$ cat config.mk
export PLATFORM = sky130hd
export DESIGN_NAME = rp_top
export DESIGN_NICKNAME = d
export VERILOG_FILES = /design/src/verilog/rp_pkg.sv /design/src/verilog/adc_frontend.sv /design/src/verilog/dac_backend.sv /design/src/verilog/dc_generator.sv /design/src/verilog/housekeeping.sv /design/src/verilog/p_controller.sv /design/src/verilog/rp_top.sv /design/src/verilog/sys_bus_decoder.sv
export SDC_FILE = /design/constraint.sdc
export NUM_CORES = 1
export LEC_CHECK = 0
export BUFFER_PORTS_ARGS = -buffer_cell sky130_fd_sc_hd__buf_2
export CAP_MARGIN = 5
export CORE_MARGIN = 3
export CORE_UTILIZATION = 60
export CTS_CLUSTER_SIZE = 10
export DETAILED_ROUTE_END_ITERATION = 16
export GPL_ROUTABILITY_DRIVEN = 0
export HOLD_SLACK_MARGIN = 0.02
export PLACE_DENSITY = 0.84
export RECOVER_POWER = 50
export SLEW_MARGIN = 20
export SYNTH_ARGS = -nofsm -noshare
export SYNTH_HDL_FRONTEND = slang
export SYNTH_SLANG_ARGS = --single-unit
$ cat constraint.sdc
create_clock -name adc_clk -period 18.6 [get_ports adc_clk]
set_clock_uncertainty 0.15 [all_clocks]
set_input_delay 1.86 -clock adc_clk [delete_from_list [all_inputs] [get_ports adc_clk]]
set_output_delay 1.86 -clock adc_clk [all_outputs]
set_load 0.05 [all_outputs]
$ cat src/verilog/rp_pkg.sv
// all bus offsets are byte addresses inside a 1 MB region and every write is a full 32-bit word
package rp_pkg;

  ////////////////////////////////////////////////////////////
  // signal path widths
  ////////////////////////////////////////////////////////////

  typedef logic        [13:0] adc_code_t;   // raw pin code, neg-slope offset binary
  typedef logic signed [13:0] sample_t;     // two's complement sample
  typedef logic signed [14:0] wide_sum_t;   // one bit of headroom before saturation
  typedef logic signed [11:0] gain_t;       // proportional gain, integer

  ////////////////////////////////////////////////////////////
  // system bus
  ////////////////////////////////////////////////////////////

  typedef logic [31:0] bus_addr_t;
  typedef logic [31:0] bus_data_t;
  typedef logic [7:0]  region_sel_t;        // one bit per region

  localparam int REGION_LSB = 20;           // address bits 22..20 pick the region
  localparam int REGION_MSB = 22;

  typedef logic [REGION_LSB-1:0] reg_off_t; // byte offset inside a region

  localparam int REGION_HK  = 0;
  localparam int REGION_GEN = 1;
  localparam int REGION_PID = 2;

  // housekeeping map
  localparam reg_off_t HK_ID_ADDR     = 20'h00;
  localparam reg_off_t HK_LOOP_ADDR   = 20'h04;
  localparam reg_off_t HK_LED_ADDR    = 20'h30;

  // dc generator map
  localparam reg_off_t GEN_EN_ADDR    = 20'h00;   // bit 0 ch a, bit 1 ch b
  localparam reg_off_t GEN_LVL_A_ADDR = 20'h04;
  localparam reg_off_t GEN_LVL_B_ADDR = 20'h08;

  // controller map
  localparam reg_off_t PID_SP_A_ADDR  = 20'h00;
  localparam reg_off_t PID_SP_B_ADDR  = 20'h04;
  localparam reg_off_t PID_KP_A_ADDR  = 20'h08;
  localparam reg_off_t PID_KP_B_ADDR  = 20'h0C;

  localparam bus_data_t BOARD_ID      = 32'h5250_0014;  // returned by the ID register

endpackage

$ cat src/verilog/adc_frontend.sv
// pins must already be synchronous to adc_clk; the loop mux sits after the pin register
`timescale 1ns/1ps

module adc_frontend (
  input  logic              adc_clk,
  input  logic              rst_i,
  input  rp_pkg::adc_code_t adc_dat_a_i,    // neg-slope offset binary
  input  rp_pkg::adc_code_t adc_dat_b_i,
  input  logic              digital_loop_i, // take the dac value instead of the pins
  input  rp_pkg::sample_t   loop_a_i,
  input  rp_pkg::sample_t   loop_b_i,
  output rp_pkg::sample_t   adc_a_o,
  output rp_pkg::sample_t   adc_b_o
);

  rp_pkg::sample_t adc_a_q;
  rp_pkg::sample_t adc_b_q;

  ////////////////////////////////////////////////////////////
  // pin register with code conversion
  ////////////////////////////////////////////////////////////

  // keep msb, flip the rest; code 0x1FFF lands on zero
  always_ff @(posedge adc_clk)
  begin
    if (rst_i)
    begin
      adc_a_q <= '0;
      adc_b_q <= '0;
    end
    else
    begin
      adc_a_q <= {adc_dat_a_i[13], ~adc_dat_a_i[12:0]};
      adc_b_q <= {adc_dat_b_i[13], ~adc_dat_b_i[12:0]};
    end
  end

  // digital loop select
  assign adc_a_o = digital_loop_i ? loop_a_i : adc_a_q;
  assign adc_b_o = digital_loop_i ? loop_b_i : adc_b_q;

endmodule

$ cat src/verilog/dac_backend.sv
// no DDR output stage; both channels leave on parallel ports updated every adc_clk
`timescale 1ns/1ps

module dac_backend (
  input  logic              adc_clk,
  input  logic              rst_i,
  input  rp_pkg::sample_t   gen_a_i,
  input  rp_pkg::sample_t   gen_b_i,
  input  rp_pkg::sample_t   pid_a_i,
  input  rp_pkg::sample_t   pid_b_i,
  output rp_pkg::adc_code_t dac_a_o,      // neg-slope offset binary
  output rp_pkg::adc_code_t dac_b_o,
  output rp_pkg::sample_t   loop_a_o,     // same register as the dac code
  output rp_pkg::sample_t   loop_b_o
);

  rp_pkg::wide_sum_t sum_a;
  rp_pkg::wide_sum_t sum_b;
  rp_pkg::sample_t   sat_a;
  rp_pkg::sample_t   sat_b;

  ////////////////////////////////////////////////////////////
  // sum and saturate
  ////////////////////////////////////////////////////////////

  // sign extended into 15 bits
  assign sum_a = rp_pkg::wide_sum_t'(gen_a_i) + rp_pkg::wide_sum_t'(pid_a_i);
  assign sum_b = rp_pkg::wide_sum_t'(gen_b_i) + rp_pkg::wide_sum_t'(pid_b_i);

  // top two bits differ -> overflow, clamp toward the sign
  assign sat_a = (^sum_a[14:13]) ? {sum_a[14], {13{~sum_a[14]}}} : sum_a[13:0];
  assign sat_b = (^sum_b[14:13]) ? {sum_b[14], {13{~sum_b[14]}}} : sum_b[13:0];

  always_ff @(posedge adc_clk)
  begin
    if (rst_i)
    begin
      loop_a_o <= '0;
      loop_b_o <= '0;
    end
    else
    begin
      loop_a_o <= sat_a;
      loop_b_o <= sat_b;
    end
  end

  // back to pin code, zero gives 0x1FFF
  assign dac_a_o = {loop_a_o[13], ~loop_a_o[12:0]};
  assign dac_b_o = {loop_b_o[13], ~loop_b_o[12:0]};

endmodule

$ cat src/verilog/dc_generator.sv
// static DC levels only; a level write keeps wdata bits 13..0 and an enable write keeps bits 1..0
`timescale 1ns/1ps

module dc_generator (
  input  logic              adc_clk,
  input  logic              rst_i,
  input  rp_pkg::bus_addr_t addr_i,
  input  rp_pkg::bus_data_t wdata_i,
  input  logic              wen_i,
  input  logic              ren_i,
  output rp_pkg::bus_data_t rdata_o,
  output logic              ack_o,
  output logic              err_o,
  output rp_pkg::sample_t   gen_a_o,
  output rp_pkg::sample_t   gen_b_o
);

  rp_pkg::reg_off_t  offs;
  rp_pkg::bus_data_t rd_val;
  logic              hit;
  logic [1:0]        en;                  // per channel enable
  rp_pkg::sample_t   lvl_a;
  rp_pkg::sample_t   lvl_b;

  assign offs = addr_i[rp_pkg::REGION_LSB-1:0];

  always_comb
  begin
    rd_val = '0;
    hit    = 1'b1;
    case (offs)
      rp_pkg::GEN_EN_ADDR:    rd_val = {30'b0, en};
      rp_pkg::GEN_LVL_A_ADDR: rd_val = rp_pkg::bus_data_t'(lvl_a);  // sign extends
      rp_pkg::GEN_LVL_B_ADDR: rd_val = rp_pkg::bus_data_t'(lvl_b);
      default:                hit    = 1'b0;
    endcase
  end

  ////////////////////////////////////////////////////////////
  // registers, handshake and outputs
  ////////////////////////////////////////////////////////////

  always_ff @(posedge adc_clk)
  begin
    if (rst_i)
    begin
      en      <= '0;
      lvl_a   <= '0;
      lvl_b   <= '0;
      ack_o   <= 1'b0;
      err_o   <= 1'b0;
      gen_a_o <= '0;
      gen_b_o <= '0;
    end
    else
    begin
      if (wen_i && offs == rp_pkg::GEN_EN_ADDR)
        en <= wdata_i[1:0];
      if (wen_i && offs == rp_pkg::GEN_LVL_A_ADDR)
        lvl_a <= wdata_i[13:0];
      if (wen_i && offs == rp_pkg::GEN_LVL_B_ADDR)
        lvl_b <= wdata_i[13:0];
      ack_o   <= wen_i | ren_i;
      err_o   <= (wen_i | ren_i) & ~hit;
      gen_a_o <= en[0] ? lvl_a : '0;     // disabled channel gives zero
      gen_b_o <= en[1] ? lvl_b : '0;
    end
  end

  always_ff @(posedge adc_clk)
  begin
    rdata_o <= (ren_i && hit) ? rd_val : '0;
  end

endmodule

$ cat src/verilog/housekeeping.sv
// one-cycle strobes only; the ID register is read-only and a write to it is dropped without error
`timescale 1ns/1ps

module housekeeping (
  input  logic              adc_clk,
  input  logic              rst_i,
  input  rp_pkg::bus_addr_t addr_i,
  input  rp_pkg::bus_data_t wdata_i,
  input  logic              wen_i,
  input  logic              ren_i,
  output rp_pkg::bus_data_t rdata_o,      // valid with ack_o
  output logic              ack_o,
  output logic              err_o,
  output logic              digital_loop_o, // dac output back into adc path
  output logic [7:0]        led_o
);

  rp_pkg::reg_off_t  offs;
  rp_pkg::bus_data_t rd_val;
  logic              hit;                 // offset is a known register

  assign offs = addr_i[rp_pkg::REGION_LSB-1:0];

  // register map decode
  always_comb
  begin
    rd_val = '0;
    hit    = 1'b1;
    case (offs)
      rp_pkg::HK_ID_ADDR:   rd_val = rp_pkg::BOARD_ID;
      rp_pkg::HK_LOOP_ADDR: rd_val = {31'b0, digital_loop_o};
      rp_pkg::HK_LED_ADDR:  rd_val = {24'b0, led_o};
      default:              hit    = 1'b0;
    endcase
  end

  ////////////////////////////////////////////////////////////
  // config registers and handshake
  ////////////////////////////////////////////////////////////

  always_ff @(posedge adc_clk)
  begin
    if (rst_i)
    begin
      digital_loop_o <= 1'b0;
      led_o          <= '0;
      ack_o          <= 1'b0;
      err_o          <= 1'b0;
    end
    else
    begin
      if (wen_i && offs == rp_pkg::HK_LOOP_ADDR)
        digital_loop_o <= wdata_i[0];
      if (wen_i && offs == rp_pkg::HK_LED_ADDR)
        led_o <= wdata_i[7:0];
      ack_o <= wen_i | ren_i;            // always one cycle after the strobe
      err_o <= (wen_i | ren_i) & ~hit;
    end
  end

  // read data, zero on error or write
  always_ff @(posedge adc_clk)
  begin
    rdata_o <= (ren_i && hit) ? rd_val : '0;
  end

endmodule

$ cat src/verilog/p_controller.sv
// proportional term only; the product is scaled by 2^-KP_SHIFT with truncation and no rounding
`timescale 1ns/1ps

module p_controller #(
  parameter int KP_SHIFT = 8              // right shift of the product
) (
  input  logic              adc_clk,
  input  logic              rst_i,
  input  rp_pkg::bus_addr_t addr_i,
  input  rp_pkg::bus_data_t wdata_i,
  input  logic              wen_i,
  input  logic              ren_i,
  output rp_pkg::bus_data_t rdata_o,
  output logic              ack_o,
  output logic              err_o,
  input  rp_pkg::sample_t   adc_a_i,
  input  rp_pkg::sample_t   adc_b_i,
  output rp_pkg::sample_t   pid_a_o,      // two cycles after the input
  output rp_pkg::sample_t   pid_b_o
);

  // error needs a wide_sum_t, times the gain
  localparam int PROD_W = $bits(rp_pkg::wide_sum_t) + $bits(rp_pkg::gain_t);
  localparam rp_pkg::sample_t SAT_MAX = 14'sh1FFF;   // +8191
  localparam rp_pkg::sample_t SAT_MIN = 14'sh2000;   // -8192

  typedef logic signed [PROD_W-1:0] prod_t;

  rp_pkg::reg_off_t  offs;
  rp_pkg::bus_data_t rd_val;
  logic              hit;
  rp_pkg::sample_t   sp   [2];            // setpoints
  rp_pkg::gain_t     kp   [2];            // gains
  rp_pkg::sample_t   din  [2];
  prod_t             prod [2];            // stage 1
  prod_t             shd  [2];
  rp_pkg::sample_t   pid  [2];            // stage 2

  assign offs   = addr_i[rp_pkg::REGION_LSB-1:0];
  assign din[0] = adc_a_i;
  assign din[1] = adc_b_i;

  always_comb
  begin
    rd_val = '0;
    hit    = 1'b1;
    case (offs)
      rp_pkg::PID_SP_A_ADDR: rd_val = rp_pkg::bus_data_t'(sp[0]);  // sign extended
      rp_pkg::PID_SP_B_ADDR: rd_val = rp_pkg::bus_data_t'(sp[1]);
      rp_pkg::PID_KP_A_ADDR: rd_val = rp_pkg::bus_data_t'(kp[0]);
      rp_pkg::PID_KP_B_ADDR: rd_val = rp_pkg::bus_data_t'(kp[1]);
      default:               hit    = 1'b0;
    endcase
  end

  ////////////////////////////////////////////////////////////
  // bus registers
  ////////////////////////////////////////////////////////////

  always_ff @(posedge adc_clk)
  begin
    if (rst_i)
    begin
      sp[0] <= '0;
      sp[1] <= '0;
      kp[0] <= '0;
      kp[1] <= '0;
      ack_o <= 1'b0;
      err_o <= 1'b0;
    end
    else
    begin
      if (wen_i && offs == rp_pkg::PID_SP_A_ADDR)
        sp[0] <= wdata_i[13:0];
      if (wen_i && offs == rp_pkg::PID_SP_B_ADDR)
        sp[1] <= wdata_i[13:0];
      if (wen_i && offs == rp_pkg::PID_KP_A_ADDR)
        kp[0] <= wdata_i[11:0];
      if (wen_i && offs == rp_pkg::PID_KP_B_ADDR)
        kp[1] <= wdata_i[11:0];
      ack_o <= wen_i | ren_i;
      err_o <= (wen_i | ren_i) & ~hit;
    end
  end

  always_ff @(posedge adc_clk)
  begin
    rdata_o <= (ren_i && hit) ? rd_val : '0;
  end

  ////////////////////////////////////////////////////////////
  // multiply, then shift and saturate
  ////////////////////////////////////////////////////////////

  always_comb
  begin
    for (int i = 0; i < 2; i++)
      shd[i] = prod[i] >>> KP_SHIFT;      // arithmetic
  end

  always_ff @(posedge adc_clk)
  begin
    if (rst_i)
    begin
      for (int i = 0; i < 2; i++)
      begin
        prod[i] <= '0;
        pid[i]  <= '0;
      end
    end
    else
    begin
      for (int i = 0; i < 2; i++)
      begin
        prod[i] <= (prod_t'(sp[i]) - prod_t'(din[i])) * prod_t'(kp[i]);   // full product width
        if (shd[i] > prod_t'(SAT_MAX))
          pid[i] <= SAT_MAX;
        else if (shd[i] < prod_t'(SAT_MIN))
          pid[i] <= SAT_MIN;
        else
          pid[i] <= shd[i][13:0];
      end
    end
  end

  assign pid_a_o = pid[0];
  assign pid_b_o = pid[1];

endmodule

$ cat src/verilog/rp_top.sv
// single clock domain on adc_clk with synchronous active-high reset rst_i; regions 3..7 are empty
`timescale 1ns/1ps

module rp_top #(
  parameter int KP_SHIFT = 8              // passed to the controller
) (
  input  logic              adc_clk,
  input  logic              rst_i,
  input  rp_pkg::adc_code_t adc_dat_a_i,
  input  rp_pkg::adc_code_t adc_dat_b_i,
  input  rp_pkg::bus_addr_t sys_addr_i,
  input  rp_pkg::bus_data_t sys_wdata_i,
  input  logic              sys_wen_i,
  input  logic              sys_ren_i,
  output rp_pkg::bus_data_t sys_rdata_o,
  output logic              sys_ack_o,
  output logic              sys_err_o,
  output rp_pkg::adc_code_t dac_a_o,
  output rp_pkg::adc_code_t dac_b_o,
  output logic [7:0]        led_o
);

  ////////////////////////////////////////////////////////////
  // bus wiring
  ////////////////////////////////////////////////////////////

  rp_pkg::region_sel_t slot_wen;
  rp_pkg::region_sel_t slot_ren;
  rp_pkg::bus_data_t   hk_rdata;
  rp_pkg::bus_data_t   gen_rdata;
  rp_pkg::bus_data_t   pid_rdata;
  logic                hk_ack;
  logic                gen_ack;
  logic                pid_ack;
  logic                hk_err;
  logic                gen_err;
  logic                pid_err;

  // signal path
  logic                digital_loop;
  rp_pkg::sample_t     adc_a;
  rp_pkg::sample_t     adc_b;
  rp_pkg::sample_t     pid_a;
  rp_pkg::sample_t     pid_b;
  rp_pkg::sample_t     gen_a;
  rp_pkg::sample_t     gen_b;
  rp_pkg::sample_t     loop_a;
  rp_pkg::sample_t     loop_b;

  // slot order is region 7 down to 0, hk=0 gen=1 pid=2
  sys_bus_decoder i_dec (
    .sys_addr_i   (sys_addr_i),
    .sys_wen_i    (sys_wen_i),
    .sys_ren_i    (sys_ren_i),
    .slot_wen_o   (slot_wen),
    .slot_ren_o   (slot_ren),
    .slot_rdata_i ({{5{32'h0}}, pid_rdata, gen_rdata, hk_rdata}),
    .slot_ack_i   ({5'b0, pid_ack, gen_ack, hk_ack}),   // decoder fills empty slots
    .slot_err_i   ({5'b0, pid_err, gen_err, hk_err}),
    .sys_rdata_o  (sys_rdata_o),
    .sys_ack_o    (sys_ack_o),
    .sys_err_o    (sys_err_o)
  );

  housekeeping i_hk (
    .adc_clk        (adc_clk),
    .rst_i          (rst_i),
    .addr_i         (sys_addr_i),
    .wdata_i        (sys_wdata_i),
    .wen_i          (slot_wen[rp_pkg::REGION_HK]),
    .ren_i          (slot_ren[rp_pkg::REGION_HK]),
    .rdata_o        (hk_rdata),
    .ack_o          (hk_ack),
    .err_o          (hk_err),
    .digital_loop_o (digital_loop),
    .led_o          (led_o)
  );

  dc_generator i_gen (
    .adc_clk (adc_clk),
    .rst_i   (rst_i),
    .addr_i  (sys_addr_i),
    .wdata_i (sys_wdata_i),
    .wen_i   (slot_wen[rp_pkg::REGION_GEN]),
    .ren_i   (slot_ren[rp_pkg::REGION_GEN]),
    .rdata_o (gen_rdata),
    .ack_o   (gen_ack),
    .err_o   (gen_err),
    .gen_a_o (gen_a),
    .gen_b_o (gen_b)
  );

  p_controller #(
    .KP_SHIFT (KP_SHIFT)
  ) i_pid (
    .adc_clk (adc_clk),
    .rst_i   (rst_i),
    .addr_i  (sys_addr_i),
    .wdata_i (sys_wdata_i),
    .wen_i   (slot_wen[rp_pkg::REGION_PID]),
    .ren_i   (slot_ren[rp_pkg::REGION_PID]),
    .rdata_o (pid_rdata),
    .ack_o   (pid_ack),
    .err_o   (pid_err),
    .adc_a_i (adc_a),
    .adc_b_i (adc_b),
    .pid_a_o (pid_a),
    .pid_b_o (pid_b)
  );

  ////////////////////////////////////////////////////////////
  // adc in, dac out
  ////////////////////////////////////////////////////////////

  adc_frontend i_adc (
    .adc_clk        (adc_clk),
    .rst_i          (rst_i),
    .adc_dat_a_i    (adc_dat_a_i),
    .adc_dat_b_i    (adc_dat_b_i),
    .digital_loop_i (digital_loop),
    .loop_a_i       (loop_a),
    .loop_b_i       (loop_b),
    .adc_a_o        (adc_a),
    .adc_b_o        (adc_b)
  );

  dac_backend i_dac (
    .adc_clk  (adc_clk),
    .rst_i    (rst_i),
    .gen_a_i  (gen_a),
    .gen_b_i  (gen_b),
    .pid_a_i  (pid_a),
    .pid_b_i  (pid_b),
    .dac_a_o  (dac_a_o),
    .dac_b_o  (dac_b_o),
    .loop_a_o (loop_a),       // back to the adc side
    .loop_b_o (loop_b)
  );

endmodule

$ cat src/verilog/sys_bus_decoder.sv
// purely combinational; the master holds the address until ack and unused regions ack at once
`timescale 1ns/1ps

module sys_bus_decoder (
  input  rp_pkg::bus_addr_t       sys_addr_i,     // stable until ack
  input  logic                    sys_wen_i,      // one-cycle write strobe
  input  logic                    sys_ren_i,      // one-cycle read strobe
  output rp_pkg::region_sel_t     slot_wen_o,
  output rp_pkg::region_sel_t     slot_ren_o,
  input  rp_pkg::bus_data_t [7:0] slot_rdata_i,   // indexed by region number
  input  rp_pkg::region_sel_t     slot_ack_i,
  input  rp_pkg::region_sel_t     slot_err_i,
  output rp_pkg::bus_data_t       sys_rdata_o,
  output logic                    sys_ack_o,
  output logic                    sys_err_o
);

  // regions with a slave behind them
  localparam rp_pkg::region_sel_t USED = rp_pkg::region_sel_t'(
    (1 << rp_pkg::REGION_HK) | (1 << rp_pkg::REGION_GEN) | (1 << rp_pkg::REGION_PID));

  logic [rp_pkg::REGION_MSB-rp_pkg::REGION_LSB:0] region;
  rp_pkg::region_sel_t                            sel;

  assign region = sys_addr_i[rp_pkg::REGION_MSB:rp_pkg::REGION_LSB];
  assign sel    = rp_pkg::region_sel_t'(1) << region;   // one-hot

  ////////////////////////////////////////////////////////////
  // strobes out to the slaves
  ////////////////////////////////////////////////////////////

  assign slot_wen_o = sel & {8{sys_wen_i}};
  assign slot_ren_o = sel & {8{sys_ren_i}};

  ////////////////////////////////////////////////////////////
  // answer back to the master
  ////////////////////////////////////////////////////////////

  // empty slots answer with ack high, zero data, no error
  assign sys_rdata_o = |(sel & USED) ? slot_rdata_i[region] : '0;
  assign sys_ack_o   = |(sel & (slot_ack_i | ~USED));
  assign sys_err_o   = |(sel & slot_err_i & USED);

endmodule
==> results.yml, run 1 <==
run_status:
  status: "finished with violations"
  violations: "max-capacitance violations, max-slew violations"
worst_setup_path:
  start_kind: "flop"
  worstSetupPathType: "flop to flop"
  arrival_ns: 9.35
  critPathSlowestCell: "xnor2_1"
  cpPeakStageDelay_ns: 0.89
  worstPathMaxFanout: 30
  critPathRequiredTime_ns: 18.75
  path_common_cell: "fa_1"
  cp-end-kind: "flop"
logic_synthesis:
  ys_ff_latch: 284
  syn_avg_cell_area_sq_um: 9.30
  async_flop_share_pct: 0
  synthCells: 2710
  yosysWarnings: 0
  dominantRegCellSynth: "dfxtp_1"
  seq_area_frac_synth_pct: 25.7
  ys_types: 75
  synth_edf_count: 80
  syn_area_sq_um: 25200
clock_tree:
  numClockSinks: 284
  clkLatencyLatePin_ns: 0.53
  numCtsBuffers: 34
  ctsHoldBuffers: 0
  clkTransAtPathRegs_ns: 0.05
  clk_root_buffer_cell: "clkbuf_16"
  ctsResizeCount: 0
  cts_max_path_buffers: 3
  h-tree-depth: 2
  postCtsSetupBuffers: 0
  cts_tree: "done"
timing:
  slew_headroom_pct: -144
  setup_viol: 0
  tightest_slew_ns: 3.66
  setup_ws_ns: 9.40
  fin_crit_ns: 9.20
  maxClockFrequency_mhz: 109
  rsz0062_at_grt: "no"
  slew_violations: 130
  fin_crit_sh_pct: 49.5
  hold_viol_final: 0
  final.setup.tns_ns: 0
layout:
  areaGrowthSynthToFinish_pct: 8.26
  final_nets: 3403
  fin_util_pct: 66.2
  antenna_cells: 0
  drive_gt1_share_pct: 6.76
  final_area_sq_um: 27300
die:
  core-area_sq_um: 41200
  initial_core_util_pct: 61.2
  die-area_sq_um: 44500
  die_y_microns: 211
  rows: 74
  die_x_microns: 211
  ios: 166
detailed_routing:
  wl_per_cell_microns: 18.9
  dr.pass1.iters: 6
  vias: 19484
  drt_iter0_drc: 1708
  wirelength_mm: 63.4
  ant_nets: 0
  drc: 0
  via_per_inst: 5.80
global_route:
  first_global_vias: 20884
  grt_max_degree: 80
  grt_remaining_overflow: 0
  grt_pass1_wl_mm: 103
  antenna_found_initial: 2
  grt_usage_pct: 28.9
flow_run:
  max-cap-violations: 2
place:
  post_dp_cell_area_sq_um: 26300
  dp_hpwl_mm: 48.8
  io_buffers: 138
  preCtsSetupSlack_ns: 9.35
hold_path:
  hp-class: "flop to flop"
[worst max-delay path: cells and delay by family, from the launching register on]
kind	cells	cell delay, ns
and+or+nand+nor	6	1.18
DFF	1	0.31
xor gates and xnor gates	2	1.10
muxes	1	0.44
adders and majority gates	8	3.65
buffers and inverters	4	0.64
AOI/OAI and AO/OA	8	1.51
[flip-flops by register name (all words and copies together), names as in the netlist, 24 cells and up]
register / flops
i_pid.kp: 24
i_pid.pid: 28
i_pid.prod: 38
i_pid.sp: 28
[metrics by stage]
| step | cells | hold WS (ns) |
|---|---|---|
| after CTS | 3356 | 0.328 |
| after floorplan | 2737 | 0.294 |
| after detailed placement | 3300 | 0.320 |
| final | 3358 | 0.330 |
| after global placement | 3300 | 0.307 |
| after global routing | 3358 | 0.351 |
[routing by layer]
layer,GRT usage [%],vias to the layer above,wire (microns)
met4,14.7,2,3570
met1,35.1,9522,23500
li1,-,8703,-
met2,49.9,994,30900
met5,0,-,38
met3,4.89,263,5400
[synth_stat cells (all sizes together) (3+ instances only)]
| cell type | count | share of area, % |
|---|---|---|
| nor4b | 4 | 0.14 |
| o31a | 3 | 0.10 |
| a21boi | 10 | 0.30 |
| inv | 464 | 6.9 |
| and3 | 14 | 0.35 |
| clkbuf | 92 | 1.4 |
| xor2 | 25 | 0.87 |
| mux2 | 5 | 0.22 |
| and2 | 178 | 4.4 |
| o21ai | 31 | 0.63 |
| mux2i | 44 | 1.7 |
| xnor2 | 57 | 2.0 |
| o21bai | 8 | 0.24 |
| nor3 | 29 | 0.58 |
| nand2b | 24 | 0.60 |
| nor4 | 10 | 0.27 |
| nand4 | 8 | 0.20 |
| nand3b | 4 | 0.12 |
| o21a | 38 | 1.1 |
| fa | 336 | 27 |
| a21o | 36 | 1.1 |
| o31ai | 6 | 0.20 |
| a21oi | 110 | 2.2 |
| o22ai | 8 | 0.20 |
| a311oi | 3 | 0.13 |
| nand2 | 316 | 4.7 |
| a211oi | 9 | 0.27 |
| nand3 | 22 | 0.44 |
| nor2 | 190 | 2.8 |
| nor3b | 7 | 0.21 |
| edfxtp | 80 | 9.5 |
| a22oi | 21 | 0.63 |
| a31o | 3 | 0.10 |
| buf | 35 | 0.87 |
| nor2b | 39 | 0.97 |
| o211ai | 7 | 0.21 |
| or2 | 4 | 0.099 |
| ha | 165 | 8.2 |
| dfxtp | 204 | 16 |
| or3 | 9 | 0.22 |
| a31oi | 10 | 0.25 |
| a222oi | 13 | 0.52 |
[layout by cell type, fill, tap and decap left out, types with 8 or more instances in the layout]
cell,netlist,layout
inv_1,463,463
fa_1,336,336
nand2_1,315,315
dfxtp_1,204,203
nor2_1,190,190
ha_1,165,165
and2_1,177,129
a21oi_1,110,109
buf_2,11,101
edfxtp_1,80,80
clkbuf_1,92,58
xnor2_1,57,50
and2_0,1,49
mux2i_1,44,44
nor2b_1,39,39
o21a_1,38,38
a21o_1,36,36
clkbuf_16,0,35
nor3_1,29,28
conb_1,1,28
o21ai_0,27,27
nand2b_1,24,24
xor2_1,25,24
nand3_1,22,22
a22oi_1,21,21
buf_4,20,16
and3_1,14,14
a222oi_1,13,13
a21boi_0,10,10
a31oi_1,10,10
a211oi_1,9,9
or3_1,9,9
nor4_1,9,9
nand4_1,8,8
o22ai_1,8,8
o21bai_1,8,8
[logic make-up (layout without fill, tap and decap cells)]
group                    count (synthesis)  count (layout)  synth area share [%]
other                                    1              28                0.0149
flip-flops                             284             284                  25.7
AO/OA/AOI/OAI                          333             333                  8.86
XOR/XNOR                                82              82                  2.85
AND/OR/NAND/NOR                        869             869                  16.5
multiplexers                            49              49                  1.97
buffers and inverters                  591             680                  9.15
adder cells (fa/ha/maj)                501             501                  34.9
[cell type report]
class,instances,area (sq um)
clock buffers,54,967
clock inverters,2,32.5
fillers,3077,13900
inverters,464,1740
multi-input cells,1862,16600
flip-flops and latches,284,6490
well taps,532,666
repair buffers,160,795
[final timing paths]
path,startpoint,slack (ns),cells after the start,endpoint
min reg2reg,i_gen.lvl_a[11]$_SDFFE_PP0P_,0.33,2,i_gen.lvl_a[11]$_SDFFE_PP0P_
max reg2reg,i_hk.digital_loop_o$_SDFFE_PP0P_,9.40,29,i_pid.prod[0][53]$_SDFF_PP0_
max,i_hk.digital_loop_o$_SDFFE_PP0P_,9.40,29,i_pid.prod[0][53]$_SDFF_PP0_
min,i_gen.lvl_a[11]$_SDFFE_PP0P_,0.33,2,i_gen.lvl_a[11]$_SDFFE_PP0P_
Power of run 1 is left out: the tool's default activity adds up to more than one toggle a clock period on the data nets, which glitch-free logic cannot reach.
==> inputs of run 2 (changes only) <==
ABC_AREA = 1   (was not set)
clock period = 9.3 ns   (was 18.6 ns; I/O delays follow)
==> run 2 against run 1 <==
Final cell count up 26%. Count of clock-buffer cells in the layout down 1. The flow still finishes with violations (max-capacitance violations, max-slew violations). Fmax up 16%. Synthesized area up 6.7%. Largest cell class unchanged. Worst setup slack worse by 8.0 ns. Flip-flop and latch count unchanged. Wire length up 13%. Utilization up 0.051 points.
==> results.yml, run 2 <==
timing:
  rsz0062_at_grt: "no"
  slew_headroom_pct: -136
  setup_ws_ns: 1.39
  fin_crit_sh_pct: 85.0
  maxClockFrequency_mhz: 126
  setup_viol: 0
  final.setup.tns_ns: 0
  slew_violations: 140
  fin_crit_ns: 7.91
  tightest_slew_ns: 3.54
  hold_viol_final: 0
clock_tree:
  clkTransAtPathRegs_ns: 0.06
  ctsResizeCount: 0
  h-tree-depth: 2
  cts_max_path_buffers: 3
  ctsHoldBuffers: 0
  numClockSinks: 284
  numCtsBuffers: 35
  clk_root_buffer_cell: "clkbuf_16"
  postCtsSetupBuffers: 0
  cts_tree: "done"
  clkLatencyLatePin_ns: 0.54
worst_setup_path:
  start_kind: "flop"
  reg2reg_from: "i_hk.digital_loop_o$_SDFFE_PP0P_"
  critPathRequiredTime_ns: 9.57
  cpPeakStageDelay_ns: 0.70
  worstSetupPathType: "flop to flop"
  path_common_cell: "nand2_1"
  arrival_ns: 8.18
  r2r_setup_slack_ns: 1.39
  crit_start: "i_hk.digital_loop_o$_SDFFE_PP0P_"
  cp-end-kind: "flop"
  critPathSlowestCell: "xor2_1"
  worstPathMaxFanout: 27
detailed_routing:
  dr.pass1.iters: 6
  via_per_inst: 5.50
  ant_nets: 0
  wirelength_mm: 71.6
  wl_per_cell_microns: 17.0
  vias: 23165
  drc: 0
  drt_iter0_drc: 2626
flow_run:
  max-cap-violations: 3
logic_synthesis:
  ys_types: 56
  ys_top_cells_by_count: "nand2_1, inv_1, nor2_1"
  synth.area.top_cells: "fa_1, dfxtp_1, nand2_1"
  async_flop_share_pct: 0
  yosys.area.top_type: "fa_1"
  seq_area_frac_synth_pct: 24.1
  synth_edf_count: 80
  syn_area_sq_um: 26900
  syn_avg_cell_area_sq_um: 7.70
  dominantRegCellSynth: "dfxtp_1"
  synthCells: 3493
  yosys.cell_count.top_type: "nand2_1"
  yosys.area.top_type_share_pct: 25.0
  yosysWarnings: 0
  ys_ff_latch: 284
layout:
  areaGrowthSynthToFinish_pct: 7.56
  top_regs: "i_pid.prod: 38 flops, i_pid.pid: 28 flops, i_pid.sp: 28 flops"
  fillCellCount: 3510
  mostFrequentLayoutCells: "nand2_1, inv_1, nor2_1, fa_1, dfxtp_1"
  fin_util_pct: 66.3
  drive_gt1_share_pct: 5.81
  top_register: "i_pid.prod"
  instances_no_fill: 4215
  antenna_cells: 0
  largest_reg_flops: 38
  final_nets: 4207
  mostFrequentLayoutCell: "nand2_1"
global_route:
  grt_max_degree: 83
  grt_remaining_overflow: 0
  first_global_vias: 22653
  antenna_found_initial: 0
  grt_pass1_wl_mm: 115
  grt_usage_pct: 30.6
die:
  initial_core_util_pct: 61.6
  rows: 76
  core-area_sq_um: 43600
  die_x_microns: 218
  die_y_microns: 218
  ios: 166
  die-area_sq_um: 47400
place:
  io_buffers: 138
  preCtsSetupSlack_ns: 1.75
  dp_hpwl_mm: 56.5
  dp.cells: 4158
run_status:
  violations: "max-capacitance violations, max-slew violations"
  status: "finished with violations"
hold_path:
  hp-class: "flop to flop"
  min-delay-start: "i_gen.lvl_a[6]$_SDFFE_PP0P_"
[run 2: final timing paths]
check	to	cells after the start
max reg2reg	i_pid.prod[0][20]$_SDFF_PP0_	30
max	i_pid.prod[0][20]$_SDFF_PP0_	30
min reg2reg	i_gen.gen_a_o[6]$_SDFF_PP0_	2
min	i_gen.gen_a_o[6]$_SDFF_PP0_	2
[run 2: metal layers]
metal | vias up | global-route usage (%) | wire, microns
met5 | - | 0 | 0
met4 | 0 | 13.4 | 3470
met3 | 232 | 5.35 | 7100
met2 | 1293 | 49.7 | 32600
met1 | 10892 | 40.7 | 28400
li1 | 10748 | - | -
[run 2: worst max-delay path: cells and delay by family (launching register included)]
kind,cells,cell delay [ns]
xor+xnor,1,0.70
flops,1,0.62
simple gates,13,1.84
buf+inv,6,0.92
compound gates,3,0.63
fa+ha+maj,7,2.94
[run 2: final cells by class]
| cell class | instances | area, sq um | area share (%) |
|---|---|---|---|
| Clock buffer | 53 | 985 | 3.40 |
| Clock inverter | 4 | 32.5 | 0.112 |
| Inverter | 742 | 2790 | 9.64 |
| Multi-Input combinational cell | 2397 | 17200 | 59.4 |
| Sequential cell | 284 | 6490 | 22.4 |
| Tap cell | 585 | 732 | 2.53 |
| Timing Repair Buffer | 150 | 718 | 2.48 |
[run 2: kinds of logic after synthesis]
family / after synthesis / synth area share (%)
AO/OA/AOI/OAI: 356 / 7.17
XOR/XNOR: 36 / 1.26
adder cells (fa/ha/maj): 501 / 32.7
buffers and inverters: 839 / 12.3
flip-flops: 284 / 24.1
multiplexers: 2 / 0.0744
other: 1 / 0.0139
AND/OR/NAND/NOR: 1474 / 22.4
[run 2: stage by stage]
step	cell area [sq um]	hold WS, ns
after global placement	28000	0.291
final	28900	0.314
after global routing	28900	0.337
after detailed placement	28000	0.296
after CTS	29000	0.309
after floorplan	27000	0.268
Power of run 2 is left out for the same reason.
